$ cat src/cpu16_pkg.sv
// CPU16 shared types
package cpu16_pkg;

	localparam int DATA_W = 16;
	localparam logic [3:0] REG_DS = 4'd14;	// Data segment base for LW/SW
	localparam logic [3:0] REG_SP = 4'd15;	// Stack pointer for CALL/RET

	typedef enum logic [3:0] {
		ADD  = 4'h0,
		SUB  = 4'h1,
		NAND = 4'h2,
		XOR  = 4'h3,
		INC  = 4'h4,
		SRA  = 4'h5,
		SRL  = 4'h6,
		SLL  = 4'h7,
		LW   = 4'h8,
		SW   = 4'h9,
		LHB  = 4'ha,
		LLB  = 4'hb,
		B    = 4'hc,
		CALL = 4'hd,
		RET  = 4'he,
		ERR  = 4'hf
	} opcode_e;

	typedef enum logic [2:0] {
		EQ = 3'b000,
		LT = 3'b001,
		GT = 3'b010,
		OV = 3'b011,
		NE = 3'b100,
		GE = 3'b101,
		LE = 3'b110,
		TR = 3'b111
	} cond_e;

	typedef struct packed {
		opcode_e    opcode;
		logic [3:0] rd;
		logic [3:0] rs;
		logic [3:0] rt;
	} r_fmt_t;

	typedef struct packed {
		opcode_e    opcode;
		logic [3:0] rd;
		logic [7:0] imm8;
	} i_fmt_t;

	typedef struct packed {
		opcode_e    opcode;
		cond_e      cond;
		logic [8:0] off9;
	} b_fmt_t;

	typedef struct packed {
		opcode_e     opcode;
		logic [11:0] off12;
	} j_fmt_t;

	// One instruction word, four ways to read it
	typedef union packed {
		r_fmt_t r_fmt;
		i_fmt_t i_fmt;
		b_fmt_t b_fmt;
		j_fmt_t j_fmt;
	} instr_t;

	typedef struct packed {
		logic       data_reg;	// Port 1 reads R14
		logic       call;
		logic       rtrn;
		logic       branch;
		logic       mem_to_reg;
		logic       reg_to_mem;
		logic [2:0] alu_op;
		logic       alu_src;	// Immediate operand b
		logic       sign_ext_sel;
		logic       reg_rt_src;	// Port 2 reads rd instead of rt
		logic       reg_write;
		logic       half_spec;	// 0 LHB, 1 LLB
		logic       halt;
	} ctrl_t;

	typedef struct packed {
		logic z;
		logic n;
		logic v;
	} flags_t;

endpackage

$ cat src/alu.sv
// Arithmetic, logic and shift unit
`timescale 1ns/10ps

module alu (
	input  logic [cpu16_pkg::DATA_W-1:0] a,
	input  logic [cpu16_pkg::DATA_W-1:0] b,
	input  logic [2:0]                   op,
	output logic [cpu16_pkg::DATA_W-1:0] result,
	output cpu16_pkg::flags_t            flags
);

	logic [cpu16_pkg::DATA_W-1:0] sum;
	logic [cpu16_pkg::DATA_W-1:0] diff;
	logic [3:0]                   shamt;
	logic                         add_ovf;
	logic                         sub_ovf;

	assign shamt = b[3:0];
	assign sum = a + b;
	assign diff = a - b;

	// Signed overflow from operand and result sign bits
	assign add_ovf = (a[cpu16_pkg::DATA_W-1] == b[cpu16_pkg::DATA_W-1]) &&
		(sum[cpu16_pkg::DATA_W-1] != a[cpu16_pkg::DATA_W-1]);
	assign sub_ovf = (a[cpu16_pkg::DATA_W-1] != b[cpu16_pkg::DATA_W-1]) &&
		(diff[cpu16_pkg::DATA_W-1] != a[cpu16_pkg::DATA_W-1]);

	always_comb begin
		result = sum;
		flags.v = 1'b0;
		case (cpu16_pkg::opcode_e'({1'b0, op}))
			cpu16_pkg::ADD,
			cpu16_pkg::INC: begin
				result = sum;
				flags.v = add_ovf;
			end
			cpu16_pkg::SUB: begin
				result = diff;
				flags.v = sub_ovf;
			end
			cpu16_pkg::NAND: result = ~(a & b);
			cpu16_pkg::XOR:  result = a ^ b;
			cpu16_pkg::SRA:  result = $signed(a) >>> shamt;	// Sign fill
			cpu16_pkg::SRL:  result = a >> shamt;	// Zero fill
			cpu16_pkg::SLL:  result = a << shamt;
			default:         result = sum;
		endcase
		flags.z = (result == '0);
		flags.n = result[cpu16_pkg::DATA_W-1];
	end

endmodule

$ cat src/branch_unit.sv
// Flags and next-PC logic
`timescale 1ns/10ps

module branch_unit (
	input  logic                         clk,
	input  logic                         rst_n,
	input  cpu16_pkg::ctrl_t             ctrl,
	input  cpu16_pkg::instr_t            instr,
	input  logic [cpu16_pkg::DATA_W-1:0] pc,
	input  cpu16_pkg::flags_t            alu_flags,
	input  logic [cpu16_pkg::DATA_W-1:0] ret_addr,
	output logic [cpu16_pkg::DATA_W-1:0] next_pc
);

	cpu16_pkg::flags_t            flags_q;
	logic                         taken;
	logic [cpu16_pkg::DATA_W-1:0] pc_inc;

	always_ff @(posedge clk) begin
		if (!rst_n) begin
			flags_q <= '0;
		end else if (!instr.r_fmt.opcode[3]) begin	// Only the eight ALU opcodes
			flags_q <= alu_flags;
		end
	end

	always_comb begin
		case (instr.b_fmt.cond)
			cpu16_pkg::EQ: taken = flags_q.z;
			cpu16_pkg::NE: taken = !flags_q.z;
			cpu16_pkg::LT: taken = flags_q.n;
			cpu16_pkg::GE: taken = !flags_q.n;
			cpu16_pkg::GT: taken = !flags_q.z && !flags_q.n;
			cpu16_pkg::LE: taken = flags_q.z || flags_q.n;
			cpu16_pkg::OV: taken = flags_q.v;
			default:       taken = 1'b1;	// TR
		endcase
	end

	assign pc_inc = pc + 1'b1;

	always_comb begin
		if (ctrl.rtrn)
			next_pc = ret_addr;
		else if (ctrl.call)
			next_pc = pc_inc + {{(cpu16_pkg::DATA_W-12){instr.j_fmt.off12[11]}},
				instr.j_fmt.off12};
		else if (ctrl.branch && taken)
			next_pc = pc_inc + {{(cpu16_pkg::DATA_W-9){instr.b_fmt.off9[8]}},
				instr.b_fmt.off9};
		else
			next_pc = pc_inc;
	end

	flow_onehot: assert property (@(posedge clk) disable iff (!rst_n)
		$onehot0({ctrl.call, ctrl.rtrn, ctrl.branch}))
		else $error("branch_unit: more than one PC redirect");

endmodule

$ cat src/control_logic.sv
// Opcode decoder
`timescale 1ns/10ps

module control_logic (
	input  cpu16_pkg::opcode_e opcode,
	output cpu16_pkg::ctrl_t   ctrl
);

	always_comb begin
		ctrl = '0;
		ctrl.alu_op = opcode[2:0];	// ALU opcodes pass straight through
		case (opcode)
			cpu16_pkg::ADD,
			cpu16_pkg::SUB,
			cpu16_pkg::NAND,
			cpu16_pkg::XOR: begin
				ctrl.reg_write = 1'b1;
			end
			cpu16_pkg::INC: begin
				ctrl.reg_write = 1'b1;
				ctrl.alu_src = 1'b1;
				ctrl.sign_ext_sel = 1'b1;	// Signed 4-bit increment
			end
			cpu16_pkg::SRA,
			cpu16_pkg::SRL,
			cpu16_pkg::SLL: begin
				ctrl.reg_write = 1'b1;
				ctrl.alu_src = 1'b1;	// Shift amount from rt field
			end
			cpu16_pkg::LW: begin
				ctrl.data_reg = 1'b1;
				ctrl.mem_to_reg = 1'b1;
				ctrl.alu_src = 1'b1;
				ctrl.reg_write = 1'b1;
				ctrl.alu_op = 3'(cpu16_pkg::ADD);
			end
			cpu16_pkg::SW: begin
				ctrl.data_reg = 1'b1;
				ctrl.reg_to_mem = 1'b1;
				ctrl.alu_src = 1'b1;
				ctrl.reg_rt_src = 1'b1;	// Store data comes from rd
				ctrl.alu_op = 3'(cpu16_pkg::ADD);
			end
			cpu16_pkg::LHB,
			cpu16_pkg::LLB: begin
				ctrl.reg_rt_src = 1'b1;	// Old rd keeps its other byte
				ctrl.reg_write = 1'b1;
				ctrl.half_spec = opcode[0];
			end
			cpu16_pkg::B: ctrl.branch = 1'b1;
			cpu16_pkg::CALL: begin
				ctrl.call = 1'b1;
				ctrl.reg_to_mem = 1'b1;	// Push return address
				ctrl.reg_write = 1'b1;
				ctrl.alu_op = 3'(cpu16_pkg::SUB);	// SP - 1
			end
			cpu16_pkg::RET: begin
				ctrl.rtrn = 1'b1;
				ctrl.reg_write = 1'b1;
				ctrl.alu_op = 3'(cpu16_pkg::ADD);	// SP + 1
			end
			cpu16_pkg::ERR: ctrl.halt = 1'b1;
		endcase
	end

	// A single data port cannot load and store in one cycle
	mem_dir_check: assert #0 (!(ctrl.mem_to_reg && ctrl.reg_to_mem))
		else $error("control_logic: load and store decoded together");

endmodule

$ cat src/cpu16_core.sv
// CPU16 single-cycle core
`timescale 1ns/10ps

module cpu16_core (
	input  logic                         clk,
	input  logic                         rst_n,
	input  logic [cpu16_pkg::DATA_W-1:0] instr,
	output logic [cpu16_pkg::DATA_W-1:0] pc,
	output logic [cpu16_pkg::DATA_W-1:0] dmem_addr,
	output logic [cpu16_pkg::DATA_W-1:0] dmem_wdata,
	output logic                         dmem_we,
	output logic                         dmem_re,
	input  logic [cpu16_pkg::DATA_W-1:0] dmem_rdata,
	output logic                         wb_valid,
	output logic [3:0]                   wb_reg,
	output logic [cpu16_pkg::DATA_W-1:0] wb_data,
	output logic                         halted
);

	cpu16_pkg::instr_t            cur;
	cpu16_pkg::ctrl_t             ctrl;
	cpu16_pkg::flags_t            alu_flags;
	logic                         started;	// First cycle out of reset done
	logic                         exec;
	logic [3:0]                   rd_addr_1;
	logic [3:0]                   rd_addr_2;
	logic [3:0]                   wr_addr;
	logic [cpu16_pkg::DATA_W-1:0] rd_data_1;
	logic [cpu16_pkg::DATA_W-1:0] rd_data_2;
	logic [cpu16_pkg::DATA_W-1:0] alu_b;
	logic [cpu16_pkg::DATA_W-1:0] alu_result;
	logic [cpu16_pkg::DATA_W-1:0] wr_data;
	logic [cpu16_pkg::DATA_W-1:0] pc_plus_1;
	logic [cpu16_pkg::DATA_W-1:0] next_pc;

	assign exec = started && !halted;

	// Idle cycles decode as ERR, so no strobe or state change gets out
	assign cur = exec ? instr : {cpu16_pkg::ERR, 12'h000};
	assign pc_plus_1 = pc + 1'b1;

	always_ff @(posedge clk) begin
		if (!rst_n) begin
			started <= 1'b0;
			halted <= 1'b0;
			pc <= '0;
		end else begin
			started <= 1'b1;
			if (exec) begin
				halted <= ctrl.halt;
				if (!ctrl.halt)
					pc <= next_pc;	// Holds at the ERR address
			end
		end
	end

	control_logic u_ctrl (
		.opcode (cur.r_fmt.opcode),
		.ctrl   (ctrl)
	);

	// Stack ops read SP, loads and stores read the data segment
	assign rd_addr_1 = (ctrl.call || ctrl.rtrn) ? cpu16_pkg::REG_SP :
		ctrl.data_reg ? cpu16_pkg::REG_DS : cur.r_fmt.rs;
	assign rd_addr_2 = ctrl.reg_rt_src ? cur.r_fmt.rd : cur.r_fmt.rt;
	assign wr_addr = (ctrl.call || ctrl.rtrn) ? cpu16_pkg::REG_SP : cur.r_fmt.rd;

	reg_file u_regs (
		.clk       (clk),
		.rst_n     (rst_n),
		.rd_addr_1 (rd_addr_1),
		.rd_addr_2 (rd_addr_2),
		.wr_addr   (wr_addr),
		.wr_en     (wb_valid),
		.wr_data   (wr_data),
		.rd_data_1 (rd_data_1),
		.rd_data_2 (rd_data_2)
	);

	always_comb begin
		if (ctrl.call || ctrl.rtrn)
			alu_b = 'd1;	// SP step
		else if (ctrl.alu_src && ctrl.data_reg)
			alu_b = {{(cpu16_pkg::DATA_W-8){1'b0}}, cur.i_fmt.imm8};
		else if (ctrl.alu_src && ctrl.sign_ext_sel)
			alu_b = {{(cpu16_pkg::DATA_W-4){cur.r_fmt.rt[3]}}, cur.r_fmt.rt};
		else if (ctrl.alu_src)
			alu_b = {{(cpu16_pkg::DATA_W-4){1'b0}}, cur.r_fmt.rt};
		else
			alu_b = rd_data_2;
	end

	alu u_alu (
		.a      (rd_data_1),
		.b      (alu_b),
		.op     (ctrl.alu_op),
		.result (alu_result),
		.flags  (alu_flags)
	);

	branch_unit u_branch (
		.clk       (clk),
		.rst_n     (rst_n),
		.ctrl      (ctrl),
		.instr     (cur),
		.pc        (pc),
		.alu_flags (alu_flags),
		.ret_addr  (dmem_rdata),	// Popped from SP + 1
		.next_pc   (next_pc)
	);

	// reg_rt_src with a write only happens for LHB and LLB
	always_comb begin
		if (ctrl.mem_to_reg)
			wr_data = dmem_rdata;
		else if (ctrl.reg_rt_src && ctrl.half_spec)
			wr_data = {rd_data_2[cpu16_pkg::DATA_W-1:8], cur.i_fmt.imm8};
		else if (ctrl.reg_rt_src)
			wr_data = {cur.i_fmt.imm8, rd_data_2[7:0]};
		else
			wr_data = alu_result;
	end

	assign dmem_addr = ctrl.call ? rd_data_1 : alu_result;	// CALL pushes at SP
	assign dmem_wdata = ctrl.call ? pc_plus_1 : rd_data_2;
	assign dmem_we = ctrl.reg_to_mem;
	assign dmem_re = ctrl.mem_to_reg || ctrl.rtrn;

	assign wb_valid = ctrl.reg_write && (wr_addr != 4'd0);
	assign wb_reg = wr_addr;
	assign wb_data = wr_data;

	halt_quiet: assert property (@(posedge clk) disable iff (!rst_n)
		halted |=> $stable(pc) && !dmem_we && !dmem_re && !wb_valid)
		else $error("cpu16_core: activity after halt");

endmodule

$ cat src/reg_file.sv
// Register file
`timescale 1ns/10ps

module reg_file (
	input  logic                         clk,
	input  logic                         rst_n,
	input  logic [3:0]                   rd_addr_1,
	input  logic [3:0]                   rd_addr_2,
	input  logic [3:0]                   wr_addr,
	input  logic                         wr_en,
	input  logic [cpu16_pkg::DATA_W-1:0] wr_data,
	output logic [cpu16_pkg::DATA_W-1:0] rd_data_1,
	output logic [cpu16_pkg::DATA_W-1:0] rd_data_2
);

	logic [cpu16_pkg::DATA_W-1:0] regs [16];

	always_ff @(posedge clk) begin
		if (!rst_n) begin
			for (int i = 0; i < 16; i++) begin
				regs[i] <= '0;
			end
		end else if (wr_en && wr_addr != 4'd0) begin
			regs[wr_addr] <= wr_data;
		end
	end

	// R0 is hardwired to zero
	assign rd_data_1 = (rd_addr_1 == 4'd0) ? '0 : regs[rd_addr_1];
	assign rd_data_2 = (rd_addr_2 == 4'd0) ? '0 : regs[rd_addr_2];

	wr_addr_known: assert property (@(posedge clk) disable iff (!rst_n)
		wr_en |-> !$isunknown(wr_addr))
		else $error("reg_file: write with unknown address");

endmodule
$ cat config.mk
export PLATFORM = sky130hd
export DESIGN_NAME = cpu16_core
export DESIGN_NICKNAME = d
export VERILOG_FILES = /design/src/cpu16_pkg.sv /design/src/alu.sv /design/src/branch_unit.sv /design/src/control_logic.sv /design/src/cpu16_core.sv /design/src/reg_file.sv
export SDC_FILE = /design/constraint.sdc
export NUM_CORES = 1
export LEC_CHECK = 0
export BUFFER_PORTS_ARGS = -buffer_cell sky130_fd_sc_hd__clkbuf_2
export CORE_UTILIZATION = 24
export DETAILED_ROUTE_END_ITERATION = 12
export PLACE_DENSITY_LB_ADDON = 0.05
export SLEW_MARGIN = 40
export SYNTH_ARGS = -nofsm -noshare
export SYNTH_HDL_FRONTEND = slang
export SYNTH_HIERARCHICAL = 1
export SYNTH_SLANG_ARGS = --single-unit
$ cat constraint.sdc
create_clock -name clk -period 14.3 [get_ports clk]
set_input_delay 2.86 -clock clk [delete_from_list [all_inputs] [get_ports clk]]
set_output_delay 2.86 -clock clk [all_outputs]
set_load 0.005 [all_outputs]
==> metrics, run 1 <==
status completed; total clock sinks roughly 260; Post-CTS Hold Fix Bufs 0; DRT Pass-1 Iters 5; Register Area ~7700 um^2; RR Startpoint started$_DFF_P_; vias in the first global route 17900; DRT antenna net count 0; Critical Path End Type primary output; Leak 0.00919 uW; CP startpoint kind input port; Yosys Warn Count 6; Die Width roughly 300 um; DR WL met2 48000 um; vias after detailed routing 18000; crit-path max FO 51; RD Place Congestion roughly 0.90; Fin. Hold Viols 0; initial antenna violation count 3; post-CTS setup buffers 0; Yosys top cell area share 0.339; Top FF cell, synth edfxtp_1; Cell Area, Synth about 21000 um^2; WL met3 4850 um; uppermost routed layer met4; Post-Synthesis Cells 2116; period utilization 0.940; worst hold margin 0.547 ns; row cnt 109; Clock transition at path regs 0.06 ns; worst r2r path cells 29; area leader, netlist edfxtp_1; shortest period the worst path allows 13.44 ns; Max VDD drop 68.2 uV; Max Freq 0.0744 GHz; Final Net Count approximately 2300; Seq/Total Area, Yosys 0.358; drc violations 0; die footprint 90300 um^2; Clock Skew 0.0180 ns; Post-synth EDFFs roughly 240; TNS Setup 0 ns; Tot GR Track Use 0.217; CP max stage delay 0.66 ns; crit path DAT 10.58 ns; proportion of layout cells with a drive suffix above 1 0.222; synth top area cells edfxtp_1, mux4_2, and2_1; grt total ovfl 0; Final Setup Violations 0; Boundary Pins 106; Post-synth top cells and2_1, edfxtp_1, nand2_1; most frequent cell after synthesis and2_1; unrepaired setup endpoints after global routing no; post-synth net total 2212; R2R Setup Slk 5.77 ns; number of buffers created by CTS 38; pin count of the biggest net entering global routing 52; Worst slew margin 0.388; pwr dens between 100 and 150 nW/um^2; Root Buffer Master clkbuf_16; register bit total from synthesis between 200 and 300; FFs w/ async S/R, synth 0; Worst EP required 11.44 ns; Wirelength per Cell 29.4 um; hpwl dp 72000 um; Iter 0 DRT Violations 1424; synth unique cells between 100 and 150; core box area between 80000 and 90000 um^2; # fillers 9311; area of the multi-input gates 13000 um^2; CTS resizes 0; most used cell, CP o21ai_0; Area growth syn-to-layout 16.5%; WL met1 43600 um; WS Path Type input port to primary output; DIE HEIGHT 300 um; MaxCap Viol Count 0; Max Slew Vio Count 0; Hold Crit Class flip-flop to flip-flop; IO Port Bufs 105; Worst R2R End u_regs/regs[6][15]$_SDFFCE_PN0P_; crit path capture wb_data[13]; starting density of the core 0.242; CTS tree built; Setup crit start instr[15]; Least-Margin Pin Slew around 0.9 ns; Avg Cell Area, Syn a little over 10 um^2; Via-to-Cell Ratio 5.31; later-pin clock latency in the skew report 0.56 ns; Total Wirelength 99700 um; worst-case clock buffer depth 3; slowest cell on the critical path a21oi_1; htree depth 2; global-route wire length before repair 140000 um
[cells by family after synthesis]
kind of cell | after synthesis | share of synthesized area
simple gates | 755 | 0.198
compound gates | 491 | 0.157
mux | 280 | 0.182
flops | 262 | 0.358
buf+inv | 217 | 0.0478
fa+ha+maj | 62 | 0.0373
xor+xnor | 48 | 0.0197
other cells | 1 | 0.000175
[cell type report]
class                           instances  share of cell area
Tap cell                             1165              0.0585
Inverter                               60             0.00904
Antenna cell                            2            0.000201
Clock inverter                         14             0.00507
Sequential cell                       262               0.307
Timing Repair Buffer                  207              0.0583
Clock buffer                           49              0.0398
Multi-Input combinational cell       1637               0.522
[state kept, by name, indices dropped and copies added (netlist names)]
signal / count
u_regs/regs: 241
pc: 16
u_branch/flags_q: 3
halted: 1
started: 1
[worst min-delay path by stage]
stage | from | endpoint | slack, ns | cells after the start
floorplan | u_branch/flags_q[0]$_SDFFE_PN0N_ | u_branch/flags_q[0]$_SDFFE_PN0N_ | 0.49 | 2
global route | u_branch/flags_q[0]$_SDFFE_PN0N_ | u_branch/flags_q[0]$_SDFFE_PN0N_ | 0.56 | 2
global placement | u_branch/flags_q[0]$_SDFFE_PN0N_ | u_branch/flags_q[0]$_SDFFE_PN0N_ | 0.54 | 2
CTS | u_branch/flags_q[0]$_SDFFE_PN0N_ | u_branch/flags_q[0]$_SDFFE_PN0N_ | 0.55 | 2
detailed placement | u_branch/flags_q[0]$_SDFFE_PN0N_ | u_branch/flags_q[0]$_SDFFE_PN0N_ | 0.53 | 2
finish | u_branch/flags_q[0]$_SDFFE_PN0N_ | u_branch/flags_q[0]$_SDFFE_PN0N_ | 0.55 | 2
[cells in the final DEF (no fill, tap or decap), types with 13 or more instances in the layout]
cell type	Yosys	routed
a2111oi_0	18	18
nand2b_1	39	36
o22ai_1	27	27
mux4_2	81	81
nand4_1	17	17
mux2_2	55	55
o21ai_0	92	62
o21ai_1	4	14
nand2_1	148	145
o21a_1	17	17
clkbuf_2	2	105
ha_1	59	59
a211oi_1	19	19
edfxtp_1	241	241
dfxtp_1	21	21
nand3_1	24	24
nor2_1	118	113
nor3_1	29	28
a21oi_1	110	107
a221o_1	25	25
xor2_1	16	16
a21boi_0	14	13
buf_4	10	88
a22oi_1	18	18
and2_1	252	252
inv_1	58	58
o211ai_1	20	20
clkbuf_16	0	38
mux2i_1	142	142
a31oi_1	23	23
nor2b_1	26	25
xnor2_1	32	32
[metrics by stage]
stage                     instances  utilization  power [uW]  setup WS [ns]  instance area, um^2
after CTS                      3394        0.282        3430          0.948                24900
after global routing           3394        0.282        3550          0.438                24900
after global placement         3322        0.266        2540          0.872                23500
after floorplan                2116            -        1790           2.54                21400
final                          3396        0.282        3400          0.864                24900
after detailed placement       3331        0.270        2530          0.977                23800
[per-layer routing]
layer,GRT usage,vias to the layer above
li1,-,8159
met3,0.0263,123
met4,0.0690,0
met2,0.369,570
met1,0.286,9168
met5,0,-
[critical path, delay by kind of cell]
kind	cells	cell delay [ns]
AO/OA/AOI/OAI	11	3.34
AND/OR/NAND/NOR	9	2.46
buffers and inverters	5	1.10
adder cells (fa/ha/maj)	1	0.49
multiplexers	1	0.14
[report_power, final]
part	total [uW]	switching, uW	internal, uW	leakage [uW]
logic	1610	1060	548	0.00598
registers	903	27.8	875	0.00267
clock network	885	377	508	0.000541
(Power assumes the default switching activity.)
==> inputs of run 2 (changes only) <==
Settings changed: CELL_PAD_IN_SITES_DETAIL_PLACEMENT from default to 1, CELL_PAD_IN_SITES_GLOBAL_PLACEMENT from default to 1.
==> metrics, run 2 (synthesis gave the netlist of run 1 again) <==
status completed; WS Path Type input port to primary output; Largest register FFs 241 (unchanged); Post-CTS Hold Fix Bufs 0 (unchanged); most frequent cells in the layout and2_1, edfxtp_1, nand2_1; initial antenna violation count 1 (-2); starting density of the core 0.242 (unchanged); CP startpoint kind input port; Clock transition at path regs 0.07 ns (about the same); grt total ovfl 0 (unchanged); Iter 0 DRT Violations 1201 (-16%); drc violations 0 (unchanged); Root Buffer Master clkbuf_16; CTS resizes 0 (unchanged); worst-case clock buffer depth 3 (unchanged); switch share 0.428 (-0.00400); RR Startpoint started$_DFF_P_; Critical Path End Type primary output; sequential share of power 0.256 (-0.010); clock share of power 0.275 (+0.014); total clock sinks 262 (unchanged); Setup crit start instr[15]; Total Wirelength 104000 um (+4.0%); fin worst setup slack 1.27 ns (+0.406 ns); commonest non-fill, non-tap cell in the layout and2_1; DIE HEIGHT 300 um (unchanged); Die Width 300 um (unchanged); Clock Skew 0.0452 ns (+0.0271 ns); RD Place Congestion 0.877 (-2.0%); Least-Margin Pin Slew 0.854 ns (-0.0631 ns); largest registers u_regs/regs (241), pc (16), u_branch/flags_q (3); proportion of layout cells with a drive suffix above 1 0.226 (+0.00421); crit-path max FO 59 (+16%); Top reg by flops u_regs/regs; Max VDD drop 67.0 uV (-1.8%); Tot GR Track Use 0.227 (+0.00975); period utilization 0.911 (-0.0284); worst hold path cell count 2 (unchanged); Final Setup Violations 0 (unchanged); worst hold start u_branch/flags_q[0]$_SDFFE_PN0N_; Area growth syn-to-layout 17.1%; Worst slew margin 0.430 (+0.0420); hpwl dp 75600 um (+5.0%); Max Slew Vio Count 0 (unchanged); internal cell power 2020 uW (+4.6%); IO Port Bufs 105 (unchanged); DRT antenna net count 0 (unchanged); unrepaired setup endpoints after global routing no; later-pin clock latency in the skew report 0.59 ns (+0.03 ns); global-route wire length before repair 147000 um (+4.8%); Boundary Pins 106 (unchanged); Overall Power 3530 uW (+3.8%); shortest period the worst path allows 13.03 ns (-0.406 ns); vias after detailed routing 18300 (+1.3%); number of buffers created by CTS 37 (-2.6%); worst r2r path cells 24 (-17%); Fin. Hold Viols 0 (unchanged); core box area 88200 um^2 (unchanged); pwr dens 141 nW/um^2 (+3.4%); die footprint 90300 um^2 (unchanged); htree depth 2 (unchanged); Worst EP required 11.44 ns (about the same); Max Freq 0.0767 GHz (+3.1%); row cnt 109 (unchanged); Via-to-Cell Ratio 5.34 (+0.69%); post-CTS setup buffers 0 (unchanged); Leak 0.00928 uW (+1.0%); Logic pwr share 0.469 (-0.005); crit path DAT 10.17 ns (-0.41 ns); TNS Setup 0 ns (unchanged); # fillers 9897 (+6.3%); Wirelength per Cell 30.4 um (+3.4%); CTS tree built; vias in the first global route 19000 (+6.0%); Hold Crit Class flip-flop to flip-flop; Final Net Count 2314 (+0.52%); pre-CTS setup slack 1.12 ns (+0.145 ns); DRT Pass-1 Iters 5 (unchanged); Sw Pwr 1510 uW (+2.9%); MaxCap Viol Count 0 (unchanged); pin count of the biggest net entering global routing 60 (+15%)
run 2: layout make-up:
class                           instances  area, um^2  share of cell area
Multi-Input combinational cell       1637       12900               0.517
Sequential cell                       262        7660               0.306
Timing Repair Buffer                  220        1490              0.0594
Tap cell                             1165        1460              0.0583
Clock buffer                           42         945              0.0378
Clock inverter                         24         298              0.0119
Inverter                               60         225             0.00900
Antenna cell                            6        15.0            0.000600
run 2: power groups by stage:
stage | clock network (uW) | logic (uW) | registers, uW
floorplan | 0 | 885 | 906
global placement | 0 | 1660 | 918
detailed placement | 0 | 1650 | 919
CTS | 999 | 1660 | 903
global route | 1030 | 1760 | 907
finish | 968 | 1660 | 903
run 2: metal layers:
layer,vias to the layer above,routed length (um),global-route usage
met4,0,2660,0.0618
li1,8168,-,-
met2,469,50200,0.384
met3,116,3710,0.0207
met5,-,0,0
met1,9499,47200,0.308
run 2: critical path, cell delays in order:
cell       delay [ns]
clkbuf_2         0.08
nand2b_1         0.35
nand2_1          0.21
nor3b_2          0.42
or2_2            0.29
nor2_2           0.11
nand2_4          0.41
buf_12           0.41
mux2i_1          0.31
o22ai_1          0.11
a2111oi_0        0.68
a21oi_1          0.18
buf_4            0.26
ha_1             0.50
nor3_1           0.09
o21a_1           0.19
or4_1            0.61
a221o_1          0.36
nor2_1           0.10
nor3_1           0.07
o21ai_0          0.37
o21ai_0          0.13
o21ai_1          0.66
clkbuf_2         0.26
run 2: path summary, 6_finish.rpt:
check | endpoint | slack [ns]
min reg2reg | u_branch/flags_q[0]$_SDFFE_PN0N_ | 0.55
min | u_branch/flags_q[0]$_SDFFE_PN0N_ | 0.55
max | wb_data[13] | 1.27
max reg2reg | u_regs/regs[1][13]$_SDFFCE_PN0P_ | 5.89
run 2: stage by stage:
step / area (um^2) / instances / hold WS, ns / utilization
detailed placement: 23700 / 3342 / 0.547 / 0.269
global route: 25000 / 3410 / 0.562 / 0.283
floorplan: 21400 / 2116 / 0.485 / -
CTS: 25000 / 3408 / 0.558 / 0.283
finish: 25000 / 3416 / 0.549 / 0.284
global placement: 23600 / 3337 / 0.548 / 0.267
